### config.mk
export PLATFORM = sky130hd
export DESIGN_NAME = block_writer
export DESIGN_NICKNAME = d
export VERILOG_FILES = /design/src/logic/bus_pkg.sv /design/src/logic/mover_pkg.sv /design/src/logic/block_writer.sv
export SDC_FILE = /design/constraint.sdc
export NUM_CORES = 1
export LEC_CHECK = 0
export BUFFER_PORTS_ARGS = -buffer_cell sky130_fd_sc_hd__buf_2
export CAP_MARGIN = 0
export CORE_ASPECT_RATIO = 1.2
export CORE_MARGIN = 5
export CORE_UTILIZATION = 46
export CTS_CLUSTER_DIAMETER = 120
export DETAILED_ROUTE_END_ITERATION = 12
export PLACE_DENSITY = 0.82
export SLEW_MARGIN = 20
export SYNTH_ARGS = -nofsm -noshare
export SYNTH_HDL_FRONTEND = slang
export SYNTH_SLANG_ARGS = --single-unit
export TNS_END_PERCENT = 10
### constraint.sdc
create_clock -name clk -period 3.1 [get_ports clk]
set_input_delay 0.465 -clock clk [delete_from_list [all_inputs] [get_ports clk]]
set_output_delay 0.465 -clock clk [all_outputs]
set_load 0.005 [all_outputs]
### src/logic/bus_pkg.sv
`default_nettype none

package bus_pkg;

    localparam int addr_width = 16;  // byte address.
    localparam int data_width = 8;   // one byte per bus cycle.

    ////////////////////
    // wishbone classic
    ////////////////////

    // master to slave.
    typedef struct packed {
        logic                  cyc;
        logic                  stb;
        logic                  we;
        logic [addr_width-1:0] adr;
        logic [data_width-1:0] dat;  // write data.
    } wb_req_t;

    // slave to master.
    typedef struct packed {
        logic                  ack;
        logic [data_width-1:0] dat;  // read data, valid with ack.
    } wb_rsp_t;

endpackage

`default_nettype wire

### src/logic/mover_pkg.sv
`default_nettype none

package mover_pkg;

    localparam int len_width = 16;  // byte count.

    ////////////////////
    // move command
    ////////////////////

    // src and dst are byte addresses on the shared bus.
    typedef struct packed {
        logic [bus_pkg::addr_width-1:0] src;
        logic [bus_pkg::addr_width-1:0] dst;
        logic [len_width-1:0]           length;
    } move_cmd_t;

    // regions must not overlap and must not wrap past the top address.

endpackage

`default_nettype wire

### src/logic/block_writer.sv
`timescale 1ns/100ps
`default_nettype none

module block_writer (
    input  wire logic                 clk,
    input  wire logic                 reset,
    input  wire logic                 start,
    input  wire mover_pkg::move_cmd_t cmd,
    input  wire logic [7:0]           head,
    input  wire logic                 empty,
    output logic                      pop,
    output bus_pkg::wb_req_t          bus_req,
    input  wire bus_pkg::wb_rsp_t     bus_rsp,
    output logic                      busy,
    output logic                      done
);

    logic [bus_pkg::addr_width-1:0]  wr_addr;
    logic [mover_pkg::len_width-1:0] remaining;
    logic                            req_cyc;

    ////////////////////
    // command and writes
    ////////////////////

    always_ff @(posedge clk) begin
        if (reset) begin
            busy      <= 1'b0;
            done      <= 1'b0;
            req_cyc   <= 1'b0;
            remaining <= '0;
        end else begin
            done <= 1'b0;
            if (start) begin
                busy      <= 1'b1;
                wr_addr   <= cmd.dst;
                remaining <= cmd.length;
            end else if (busy) begin
                if (req_cyc) begin
                    if (bus_rsp.ack) begin
                        req_cyc   <= 1'b0;
                        wr_addr   <= wr_addr + 1'b1;
                        remaining <= remaining - 1'b1;
                    end
                end else if (remaining == '0) begin
                    busy <= 1'b0;  // last byte is stored.
                    done <= 1'b1;
                end else if (!empty) begin
                    req_cyc <= 1'b1;
                end
            end
        end
    end

    // head holds still until popped.
    always_comb begin
        bus_req     = '0;
        bus_req.cyc = req_cyc;
        bus_req.stb = req_cyc;
        bus_req.we  = 1'b1;
        bus_req.adr = wr_addr;
        bus_req.dat = head;
    end

    assign pop = req_cyc && bus_rsp.ack;

    assert property (@(posedge clk) disable iff (reset) done |-> $past(busy))
        else $error("block_writer: done without a move in progress");

endmodule

`default_nettype wire

==> results of run 1 <==
==> logic make-up after synthesis <==
| logic type | Yosys count | share of synthesized area, % |
|---|---|---|
| AOI/OAI and AO/OA | 43 | 13.4 |
| xor gates and xnor gates | 22 | 9.72 |
| adders and majority gates | 2 | 1.26 |
| buffers and inverters | 30 | 7.89 |
| DFF | 35 | 43.4 |
| muxes | 1 | 0.568 |
| other | 1 | 0.189 |
| and+or+nand+nor | 94 | 23.5 |
==> power groups by stage <==
stage	combinational [mW]	sequential [mW]	clock [mW]
2_1_floorplan	0.0993	0.547	0
3_3_place_gp	0.134	0.552	0
3_5_place_dp	0.138	0.554	0
4_1_cts	0.139	0.544	0.325
5_1_grt	0.156	0.549	0.345
6_report	0.138	0.545	0.315
==> layer usage <==
| layer | GRT usage [%] | vias to the layer above | part of all wire [%] |
|---|---|---|---|
| met3 | 6.00 | 6 | 9.1 |
| li1 | - | 894 | - |
| met2 | 30.3 | 62 | 50 |
| met5 | 0 | - | 0 |
| met4 | 6.32 | 0 | 1.5 |
| met1 | 15.7 | 817 | 39 |
==> synthesized netlist by cell type, drive strengths merged, types with 5 or more instances <==
cell / n / area [sq um]
clkbuf: 9 / 33.8
xnor2: 18 / 158
dfxtp: 19 / 380
nor4: 11 / 68.8
a211oi: 6 / 45.0
nor2: 19 / 71.3
buf: 15 / 100
nor3: 8 / 40.0
nand2: 26 / 97.6
a21oi: 7 / 35.0
or4: 5 / 37.5
nand3: 8 / 40.0
or3: 6 / 37.5
edfxtp: 16 / 480
o21ai: 19 / 95.1
inv: 6 / 22.5
==> state kept, by name, indices dropped and copies added (netlist names) <==
register / cells
wr_addr: 16
busy: 1
done: 1
req_cyc: 1
remaining: 16
==> worst reg2reg max path, stage by stage, from the launching register on <==
cell,delay [ns]
sky130_fd_sc_hd__dfxtp_1,0.35
sky130_fd_sc_hd__or4_1,0.69
sky130_fd_sc_hd__or4b_1,0.67
sky130_fd_sc_hd__or4_1,0.45
sky130_fd_sc_hd__a311oi_1,0.24
==> how the worst min path moves through the flow <==
stage,to,from,slack (ns)
6_report,remaining[1],cmd[1],0.42
5_1_grt,remaining[0],cmd[0],0.42
4_1_cts,remaining[1],cmd[1],0.42
3_5_place_dp,remaining[9],remaining[9],0.51
3_3_place_gp,remaining[9],remaining[9],0.50
2_1_floorplan,remaining[15],remaining[15],0.48
==> layout make-up <==
| cell class | instances | area (sq um) | area share [%] |
|---|---|---|---|
| Multi-Input combinational cell | 163 | 966 | 42.0 |
| Clock buffer | 6 | 72.6 | 3.16 |
| Sequential cell | 35 | 861 | 37.4 |
| Tap cell | 56 | 70.1 | 3.05 |
| Clock inverter | 2 | 7.51 | 0.326 |
| Inverter | 6 | 22.5 | 0.979 |
| Timing Repair Buffer | 59 | 300 | 13.1 |
==> tab_implementation.tex, run 1 <==
\begin{tabular}{lr}
\hline
Metric & Value \\
\hline
\multicolumn{2}{l}{\textbf{Die}} \\
Die extent in x & 69.9 um \\
Vertical extent of the die & 81.9 um \\
Row count & 26 \\
Core ar. & $\sim$0.0042 sq mm \\
Die ar. & 0.00573 sq mm \\
Starting density of the core & 46.9\% \\
Number of top-level pins & between 90 and 100 \\
\multicolumn{2}{l}{\textbf{STA}} \\
Final critical-path share of the clock period & 80.1\% \\
Normalized max-slew margin & 61.6\% \\
Post-Route Hold Slack & 0.420 ns \\
Clock Skews & 0.00389 ns \\
Endpoints failing hold & 0 \\
Max frequency & 403 MHz \\
Final slew viol count & 0 \\
Setup repair after global routing missed its margin & no \\
Post-route worst setup slack & between 0.6 and 0.7 ns \\
Final min period & 2.48 ns \\
Final setup fails & 0 \\
Final TNS setup & 0 ns \\
Slew of the pin with the lowest slew margin & 0.575 ns \\
\multicolumn{2}{l}{\textbf{Global routing}} \\
First-pass GRT wire length & 7260 um \\
Antenna violations before repair & 0 \\
Pin count of the biggest net entering global routing & 39 \\
Overall global routing resource usage & between 10\% and 20\% \\
Residual overflow from global routing & 0 \\
Vias in the first global route & approximately 1.7k \\
\multicolumn{2}{l}{\textbf{Routing}} \\
WL per Instance & approximately 14 um \\
DRC & 0 \\
Post-DR vias/cell & around 5.4 \\
Violation count after the first detailed-routing iteration & 95 \\
Routed via count & between 1.5k and 2k \\
Pre-antenna DRT Iters & 4 \\
Wire length after detailed routing & 4460 um \\
Post-detailed-route count of antenna-violating nets & 0 \\
\multicolumn{2}{l}{\textbf{Finish}} \\
Antenna diode count & 0 \\
Final Core Density & 54.4\% \\
Highest-count cells in the layout ignoring fill and taps & sky130\_fd\_sc\_hd\_\_buf\_2 (57), sky130\_fd\_sc\_hd\_\_nand2\_1 (26), sky130\_fd\_sc\_hd\_\_o21ai\_0 (19), sky130\_fd\_sc\_hd\_\_nor2\_1 (19), sky130\_fd\_sc\_hd\_\_dfxtp\_1 (19) \\
Most common library cell in the layout ignoring fill and taps & sky130\_fd\_sc\_hd\_\_buf\_2 \\
Total of fill cells in the finished design & 427 \\
Finished Layout Cells & 327 \\
Layout net count & around 340 \\
Growth of design area from synthesis to finish & 16.0\% \\
Share of layout cells above drive strength 1 & 24.0\% \\
Cell area after layout & 0.00230 sq mm \\
\multicolumn{2}{l}{\textbf{Clocking}} \\
CTS root buf & sky130\_fd\_sc\_hd\_\_clkbuf\_8 \\
TritonCTS clock tree & done \\
Total CTS buffers & 5 \\
Clock latency at the later pin of the worst-skew pair & 0.29 ns \\
Post-cts resize count & 0 \\
Buffer count from post-CTS setup fixing & 0 \\
Quantity of hold-fixing buffers added after cts & 0 \\
Number of H-tree levels & 2 \\
Maximum buffer depth of the clock tree & 2 \\
TritonCTS Sinks & 35 \\
Clock slew at the register clock pins of the worst setup and hold paths & 0.07 ns \\
\multicolumn{2}{l}{\textbf{Synthesis}} \\
Count of flip-flops with a built-in enable after synthesis & 16 \\
Number of storage elements in the synthesis netlist & 35 \\
Async set-or-reset flop fraction in the synthesized netlist & 0\% \\
Yosys warns & 0 \\
Post-synthesis instance total & 228 \\
Post-synthesis sequential area ratio & 43.4\% \\
Syn\_area\_per\_cell & 8.70 sq um \\
Distinct cell type count of the synthesized netlist & 36 \\
Ys flop type & sky130\_fd\_sc\_hd\_\_dfxtp\_1 \\
Post-Syn Nets & 299 \\
Synthesized cell area & 0.00198 sq mm \\
\multicolumn{2}{l}{\textbf{Power and ir drop}} \\
Worst vdd ir & 0.303 mV \\
Static leakage power & 0.869 nW \\
Overall Power & 997 uW \\
Clk network pwr share & 31.6\% \\
Proportion of power drawn by combinational gates & 13.8\% \\
Proportion of total power due to net switching & roughly a quarter \\
Sequential Power Share & 54.6\% \\
Power density of the placed cells & 434 mW/mm\^{}2 \\
Psw & 265 uW \\
Internal power consumption & 732 uW \\
\multicolumn{2}{l}{\textbf{Placement}} \\
Worst slack after detailed placement & roughly 0.65 ns \\
IO Port Bufs & 57 \\
Final weighted congestion in routability-driven placement & $\sim$0.75 \\
Placed cell areas & 0.00222 sq mm \\
Placed cells & 319 \\
HPWL after DPL & 3220 um \\
\multicolumn{2}{l}{\textbf{Critical path}} \\
Critical-path cell list & or4\_1 -> or4b\_1 -> or4\_1 -> a311oi\_1 \\
End point of the critical path & remaining[9] \\
Buf/Inv on CP & 0 \\
Reg2reg start & remaining[2] \\
Worst flop-to-flop path endpoint & remaining[9] \\
Endpoint type of the worst setup path & register \\
Largest fanout on the critical path & 9 \\
Highest cell delay on the worst timing path & between 0.6 and 0.7 ns \\
Setup slack of the most critical reg-to-reg path & 0.62 ns \\
Critical path arrival & roughly 2.7 ns \\
Category of the most critical setup path & register to register \\
Worst path top cell family by delay & simple AND/OR/NAND/NOR gates \\
Crit path top cell by count & sky130\_fd\_sc\_hd\_\_or4\_1 \\
Number of logic stages on the critical path including buffering & 4 \\
Critical path's slowest cell & sky130\_fd\_sc\_hd\_\_or4\_1 \\
Logic depth of the worst register-to-register path & 4 \\
Data required time of the critical path & 3.30 ns \\
Critical path launch point type & register \\
Critical path launch point & remaining[2] \\
\multicolumn{2}{l}{\textbf{Job}} \\
Max-capacitance violation count & 0 \\
\multicolumn{2}{l}{\textbf{Worst hold path}} \\
Number of instances on the worst hold path & 3 \\
Path category of the worst min-delay check & primary input to register \\
\multicolumn{2}{l}{\textbf{Run status}} \\
Outcome & complete, no violations \\
\hline
\end{tabular}
Note: power is estimated with default switching activity, not from simulation.
==> run 2, diff against run 1 <==
==> constraint.sdc (replaced) <==
create_clock -name clk -period 2.33 [get_ports clk]
set_input_delay 0.3495 -clock clk [delete_from_list [all_inputs] [get_ports clk]]
set_output_delay 0.3495 -clock clk [all_outputs]
set_load 0.005 [all_outputs]
==> tab_implementation.tex, run 2 (synthesis gave the netlist of run 1 again) <==
\begin{tabular}{lr}
\hline
Metric & Value \\
\hline
\multicolumn{2}{l}{\textbf{Run status}} \\
Outcome & complete, no violations \\
\multicolumn{2}{l}{\textbf{Finish}} \\
Growth of design area from synthesis to finish & 19.2\% \\
Area taken by flip-flops and latches & 861 sq um (unchanged) \\
Total of fill cells in the finished design & 407 (-4.7\%) \\
Multi-input gate area in the final layout & 970 sq um (+0.39\%) \\
Share of layout cells above drive strength 1 & 26.9\% (+2.9 points) \\
Largest registers & remaining x16, wr\_addr x16 \\
Layout net count & 349 (+2.3\%) \\
Highest-count cells in the layout ignoring fill and taps & sky130\_fd\_sc\_hd\_\_buf\_2 (57), sky130\_fd\_sc\_hd\_\_nand2\_1 (26), sky130\_fd\_sc\_hd\_\_o21ai\_0 (19), sky130\_fd\_sc\_hd\_\_nor2\_1 (19), sky130\_fd\_sc\_hd\_\_dfxtp\_1 (19) \\
Antenna diode count & 0 (unchanged) \\
Most common library cell in the layout ignoring fill and taps & sky130\_fd\_sc\_hd\_\_buf\_2 \\
\multicolumn{2}{l}{\textbf{Critical path}} \\
Reg2reg start & remaining[3] \\
Critical path arrival & 2.40 ns (-0.29 ns) \\
Endpoint type of the worst setup path & register \\
End point of the critical path & remaining[9] \\
Crit path top cell by count & sky130\_fd\_sc\_hd\_\_or4\_1 \\
Critical path's slowest cell & sky130\_fd\_sc\_hd\_\_or4b\_4 \\
Category of the most critical setup path & register to register \\
Worst flop-to-flop path endpoint & remaining[9] \\
Critical path launch point type & register \\
Critical-path cell list & or4\_1 -> or4b\_4 -> or4\_1 -> a311oi\_1 \\
Critical path launch point & remaining[3] \\
Logic depth of the worst register-to-register path & 4 (unchanged) \\
Largest fanout on the critical path & 7 (-2) \\
Data required time of the critical path & 2.53 ns (-0.77 ns) \\
Setup slack of the most critical reg-to-reg path & 0.13 ns (-0.49 ns) \\
Highest cell delay on the worst timing path & 0.55 ns (-0.14 ns) \\
\multicolumn{2}{l}{\textbf{Power and ir drop}} \\
Overall Power & 1.34 mW (+35\%) \\
Worst vdd ir & 0.341 mV (+13\%) \\
Static leakage power & 0.910 nW (+4.8\%) \\
Power density of the placed cells & 568 mW/mm\^{}2 (+31\%) \\
\multicolumn{2}{l}{\textbf{Die}} \\
Die ar. & 0.00573 sq mm (unchanged) \\
Die extent in x & 69.9 um (unchanged) \\
Core ar. & 0.00423 sq mm (unchanged) \\
Number of top-level pins & 99 (unchanged) \\
Starting density of the core & 46.9\% (unchanged) \\
Row count & 26 (unchanged) \\
Vertical extent of the die & 81.9 um (unchanged) \\
\multicolumn{2}{l}{\textbf{Global routing}} \\
Vias in the first global route & 1753 (+4.8\%) \\
First-pass GRT wire length & 7520 um (+3.6\%) \\
Antenna violations before repair & 0 (unchanged) \\
Pin count of the biggest net entering global routing & 38 (-2.6\%) \\
Overall global routing resource usage & 16.6\% (+0.67 points) \\
Residual overflow from global routing & 0 (unchanged) \\
\multicolumn{2}{l}{\textbf{Worst hold path}} \\
Path category of the worst min-delay check & primary input to register \\
\multicolumn{2}{l}{\textbf{Clocking}} \\
Number of H-tree levels & 2 (unchanged) \\
CTS root buf & sky130\_fd\_sc\_hd\_\_clkbuf\_8 \\
Maximum buffer depth of the clock tree & 2 (unchanged) \\
Clock latency at the later pin of the worst-skew pair & 0.29 ns (about the same) \\
Total CTS buffers & 5 (unchanged) \\
TritonCTS clock tree & done \\
TritonCTS Sinks & 35 (unchanged) \\
Quantity of hold-fixing buffers added after cts & 0 (unchanged) \\
Clock slew at the register clock pins of the worst setup and hold paths & 0.07 ns (about the same) \\
Buffer count from post-CTS setup fixing & 0 (unchanged) \\
\multicolumn{2}{l}{\textbf{Placement}} \\
HPWL after DPL & 3380 um (+4.7\%) \\
Final weighted congestion in routability-driven placement & 0.812 (+8.9\%) \\
IO Port Bufs & 57 (unchanged) \\
\multicolumn{2}{l}{\textbf{Routing}} \\
DRC & 0 (unchanged) \\
Post-detailed-route count of antenna-violating nets & 0 (unchanged) \\
Violation count after the first detailed-routing iteration & 99 (+4.2\%) \\
Wire length after detailed routing & 4600 um (+3.1\%) \\
Pre-antenna DRT Iters & 4 (unchanged) \\
Post-DR vias/cell & 5.39 (-0.96\%) \\
WL per Instance & 13.7 um (+0.65\%) \\
Routed via count & 1805 (+1.5\%) \\
\multicolumn{2}{l}{\textbf{STA}} \\
Final setup fails & 0 (unchanged) \\
Final min period & 2.20 ns (-0.281 ns) \\
Final TNS setup & 0 ns (unchanged) \\
Final critical-path share of the clock period & 94.6\% (+14 points) \\
Max frequency & 454 MHz (+13\%) \\
Final slew viol count & 0 (unchanged) \\
Setup repair after global routing missed its margin & no \\
Clock Skews & 0.00312 ns (-0.000770 ns) \\
Endpoints failing hold & 0 (unchanged) \\
\multicolumn{2}{l}{\textbf{Job}} \\
Max-capacitance violation count & 0 (unchanged) \\
\hline
\end{tabular}
-- run 2: cell types whose count changed in the layout (fill, tap and decap cells not counted), sizes merged --
| cell | previous run | this run |
|---|---|---|
| clkinv | 2 | 1 |
| clkbuf | 6 | 7 |
| buf | 59 | 67 |
-- run 2: report_power, final --
group          internal, mW  total (mW)  switching, mW
registers             0.683       0.721         0.0377
clock network         0.210       0.426          0.216
logic                0.0956       0.197          0.101
-- run 2: per-stage QoR --
| step | area (sq um) | cells | hold WS, ns | setup WS [ns] | utilization (%) |
|---|---|---|---|---|---|
| 2_1_floorplan | 1980 | 228 | 0.475 | 0.0372 | - |
| 3_3_place_gp | 2280 | 327 | 0.501 | 0.132 | 53.9 |
| 3_5_place_dp | 2280 | 327 | 0.504 | 0.0867 | 53.9 |
| 4_1_cts | 2360 | 335 | 0.298 | 0.0404 | 55.8 |
| 5_1_grt | 2360 | 335 | 0.295 | 0.0467 | 55.9 |
| 6_report | 2360 | 335 | 0.307 | 0.127 | 55.9 |
-- run 2: final cells by class --
cell class / count / area share [%]
clock inverter: 1 / 0.212
sequential: 35 / 36.4
tap: 56 / 2.96
clock buffer: 7 / 3.23
timing repair buffer: 67 / 15.2
multi-input combinational: 163 / 41.0
inverter: 6 / 0.952
-- run 2: routing by layer --
| metal | GRT usage (%) | routed length, um | up-vias |
|---|---|---|---|
| li1 | - | - | 909 |
| met1 | 16.5 | 1830 | 817 |
| met2 | 32.2 | 2330 | 67 |
| met3 | 5.14 | 358 | 12 |
| met4 | 6.70 | 83 | 0 |
| met5 | 0 | 0 | - |
-- run 2: timing repair --
action	CTS	global route
endpoints found under the setup margin	0	1
hold endpoints to repair	0	0
gates resized for setup	0	1
-- run 2: how the worst min path moves through the flow --
stage                              from             to  cells past startpoint
after floorplan           remaining[15]  remaining[15]                      2
after global placement    remaining[15]  remaining[15]                      2
after detailed placement   remaining[9]   remaining[9]                      2
after CTS                        cmd[1]   remaining[1]                      3
after global routing             cmd[2]   remaining[2]                      3
final                            cmd[1]   remaining[1]                      3
-- run 2: worst max-delay path, delay by kind of cell (launching register included) --
family | cells | cell delay [ns]
AO/OA/AOI/OAI | 1 | 0.25
flip-flops | 1 | 0.35
AND/OR/NAND/NOR | 3 | 1.51
==> run 3, diff against run 2 <==
--- a/config.mk
+++ b/config.mk
@@ -9,10 +9,10 @@
 export CAP_MARGIN = 0
 export CORE_ASPECT_RATIO = 1.2
 export CORE_MARGIN = 5
-export CORE_UTILIZATION = 46
+export CORE_UTILIZATION = 41
 export CTS_CLUSTER_DIAMETER = 120
 export DETAILED_ROUTE_END_ITERATION = 12
-export PLACE_DENSITY = 0.82
+export PLACE_DENSITY = 0.78
 export SLEW_MARGIN = 20
 export SYNTH_ARGS = -nofsm -noshare
 export SYNTH_HDL_FRONTEND = slang
==> constraint.sdc (replaced) <==
create_clock -name clk -period 2 [get_ports clk]
set_input_delay 0.3 -clock clk [delete_from_list [all_inputs] [get_ports clk]]
set_output_delay 0.3 -clock clk [all_outputs]
set_load 0.005 [all_outputs]
==> tab_implementation.tex, run 3 (synthesis gave the netlist of run 1 again) <==
\begin{tabular}{lr}
\hline
Metric & Value \\
\hline
\multicolumn{2}{l}{\textbf{Die}} \\
Number of top-level pins & 99 (unchanged) \\
Vertical extent of the die & 86.2 um (+5.2\%) \\
Die ar. & 0.00633 sq mm (+11\%) \\
Die extent in x & 73.5 um (+5.1\%) \\
Core ar. & 0.00463 sq mm (+9.4\%) \\
Row count & 27 (+3.8\%) \\
Starting density of the core & 42.8\% (-4.0 points) \\
\multicolumn{2}{l}{\textbf{Worst hold path}} \\
Endpoint of the worst hold path & remaining[2] \\
Hold path startpoint & cmd[2] \\
Number of instances on the worst hold path & 3 (unchanged) \\
Path category of the worst min-delay check & primary input to register \\
\multicolumn{2}{l}{\textbf{Global routing}} \\
Vias in the first global route & 1821 (+3.9\%) \\
Residual overflow from global routing & 0 (unchanged) \\
Overall global routing resource usage & 16.5\% (-0.14 points) \\
Antenna violations before repair & 0 (unchanged) \\
First-pass GRT wire length & 8180 um (+8.8\%) \\
Pin count of the biggest net entering global routing & 31 (-18\%) \\
\multicolumn{2}{l}{\textbf{Run status}} \\
Outcome & complete, but fails checks \\
Violations in the final reports & negative setup slack \\
\multicolumn{2}{l}{\textbf{Critical path}} \\
Buf/Inv on CP & 0 (unchanged) \\
Crit path top cell by count & sky130\_fd\_sc\_hd\_\_or4\_4 \\
Worst path top cell family by delay & simple AND/OR/NAND/NOR gates \\
Setup slack of the most critical reg-to-reg path & -0.16 ns (-0.29 ns) \\
Highest cell delay on the worst timing path & 0.54 ns (about the same) \\
Critical path arrival & 2.36 ns (-0.04 ns) \\
Critical path launch point type & register \\
Category of the most critical setup path & register to register \\
Endpoint type of the worst setup path & register \\
Critical-path cell list & or4\_4 -> or4b\_4 -> or4\_4 -> a311oi\_2 \\
Reg2reg start & remaining[2] \\
Critical path's slowest cell & sky130\_fd\_sc\_hd\_\_or4b\_4 \\
Logic depth of the worst register-to-register path & 4 (unchanged) \\
Data required time of the critical path & 2.20 ns (-0.33 ns) \\
Worst flop-to-flop path endpoint & remaining[9] \\
Largest fanout on the critical path & 6 (-1) \\
\multicolumn{2}{l}{\textbf{Placement}} \\
Final weighted congestion in routability-driven placement & 0.849 (+4.5\%) \\
IO Port Bufs & 57 (unchanged) \\
HPWL after DPL & 3720 um (+10\%) \\
Placed cell areas & 0.00236 sq mm (+3.4\%) \\
\multicolumn{2}{l}{\textbf{STA}} \\
Endpoints failing hold & 0 (unchanged) \\
Final critical-path share of the clock period & 108\% (+14 points) \\
Final setup fails & 5 (+5) \\
Setup repair after global routing missed its margin & yes \\
Clock Skews & 0.00343 ns (+0.000301 ns) \\
Final min period & 2.16 ns (-0.0402 ns) \\
Final slew viol count & 0 (unchanged) \\
Max frequency & 462 MHz (+1.9\%) \\
Post-route worst setup slack & -0.163 ns (-0.290 ns) \\
\multicolumn{2}{l}{\textbf{Routing}} \\
Wire length after detailed routing & 4960 um (+7.7\%) \\
Pre-antenna DRT Iters & 4 (unchanged) \\
Violation count after the first detailed-routing iteration & 45 (-55\%) \\
WL per Instance & 14.3 um (+4.0\%) \\
DRC & 0 (unchanged) \\
Post-detailed-route count of antenna-violating nets & 0 (unchanged) \\
Post-DR vias/cell & 5.27 (-2.2\%) \\
Routed via count & 1829 (+1.3\%) \\
\multicolumn{2}{l}{\textbf{Finish}} \\
Highest-count cells in the layout ignoring fill and taps & sky130\_fd\_sc\_hd\_\_buf\_2 (57), sky130\_fd\_sc\_hd\_\_nand2\_1 (26), sky130\_fd\_sc\_hd\_\_buf\_4 (20) \\
Growth of design area from synthesis to finish & 24.2\% \\
Cell area after layout & 0.00246 sq mm (+4.2\%) \\
Final Core Density & 53.2\% (-2.7 points) \\
Largest registers & remaining x16, wr\_addr x16 \\
Antenna diode count & 0 (unchanged) \\
Share of layout cells above drive strength 1 & 30.8\% (+3.9 points) \\
Most common library cell in the layout ignoring fill and taps & sky130\_fd\_sc\_hd\_\_buf\_2 \\
Total of fill cells in the finished design & 443 (+8.8\%) \\
Layout net count & 359 (+2.9\%) \\
\multicolumn{2}{l}{\textbf{Job}} \\
Max-capacitance violation count & 0 (unchanged) \\
\multicolumn{2}{l}{\textbf{Power and ir drop}} \\
Worst vdd ir & 0.432 mV (+27\%) \\
Power density of the placed cells & 644 mW/mm\^{}2 (+13\%) \\
Static leakage power & 0.963 nW (+5.8\%) \\
Overall Power & 1.59 mW (+18\%) \\
\multicolumn{2}{l}{\textbf{Clocking}} \\
Quantity of hold-fixing buffers added after cts & 0 (unchanged) \\
Total CTS buffers & 5 (unchanged) \\
Maximum buffer depth of the clock tree & 2 (unchanged) \\
CTS root buf & sky130\_fd\_sc\_hd\_\_clkbuf\_8 \\
Clock slew at the register clock pins of the worst setup and hold paths & 0.07 ns (about the same) \\
TritonCTS clock tree & done \\
TritonCTS Sinks & 35 (unchanged) \\
Number of H-tree levels & 2 (unchanged) \\
Clock latency at the later pin of the worst-skew pair & 0.28 ns (about the same) \\
\hline
\end{tabular}
==> run 3: how the worst max path moves through the flow <==
stage / end / from / cells after the start / slack [ns]
3_3_place_gp: remaining[9] / remaining[2] / 4 / -0.17
2_1_floorplan: remaining[9] / remaining[2] / 6 / -0.29
3_5_place_dp: remaining[9] / remaining[2] / 4 / -0.22
5_1_grt: remaining[9] / remaining[2] / 4 / -0.19
6_report: remaining[9] / remaining[2] / 4 / -0.16
4_1_cts: remaining[9] / remaining[2] / 4 / -0.17
==> run 3: worst reg2reg max path, stage by stage, from the launching register on <==
cell	delay [ns]
sky130_fd_sc_hd__dfxtp_1	0.32
sky130_fd_sc_hd__or4_4	0.53
sky130_fd_sc_hd__or4b_4	0.54
sky130_fd_sc_hd__or4_4	0.44
sky130_fd_sc_hd__a311oi_2	0.25
==> run 3: where the power goes <==
part / internal, mW / switching [mW] / leakage [nW]
sequential: 0.796 / 0.0377 / 0.309
clock: 0.239 / 0.253 / 0.0426
combinational: 0.127 / 0.134 / 0.611
total: 1.16 / 0.425 / 0.963
==> run 3: what timing repair did <==
action                                  in CTS  in global routing
gates resized for setup                      2                  4
pin swaps                                    3                  0
setup buffers                                0                  0
endpoints found under the setup margin       6                  7
==> run 3: layer usage <==
layer | vias to the layer above | routed length, um | GRT usage (%)
met1 | 829 | 2040 | 19.2
met2 | 57 | 2430 | 27.7
met5 | - | 0 | 0
met3 | 11 | 392 | 5.10
met4 | 0 | 91 | 6.75
li1 | 932 | - | -
==> run 3: stage by stage <==
stage / setup TNS [ns] / worst slack, ns / instances / hold slack, ns
2_1_floorplan: -0.951 / -0.293 / 228 / 0.445
3_3_place_gp: -0.637 / -0.167 / 339 / 0.498
3_5_place_dp: -0.922 / -0.222 / 339 / 0.513
4_1_cts: -0.494 / -0.174 / 347 / 0.254
5_1_grt: -0.806 / -0.192 / 347 / 0.256
6_report: -0.494 / -0.163 / 347 / 0.261
==> run 3: final cells by class <==
class	count	area, sq um	area share, %
Multi-Input combinational cell	163	991	40.2
Clock inverter	2	8.76	0.356
Sequential cell	35	861	34.9
Tap cell	58	72.6	2.95
Timing Repair Buffer	77	435	17.7
Inverter	6	22.5	0.914
Clock buffer	6	72.6	2.95
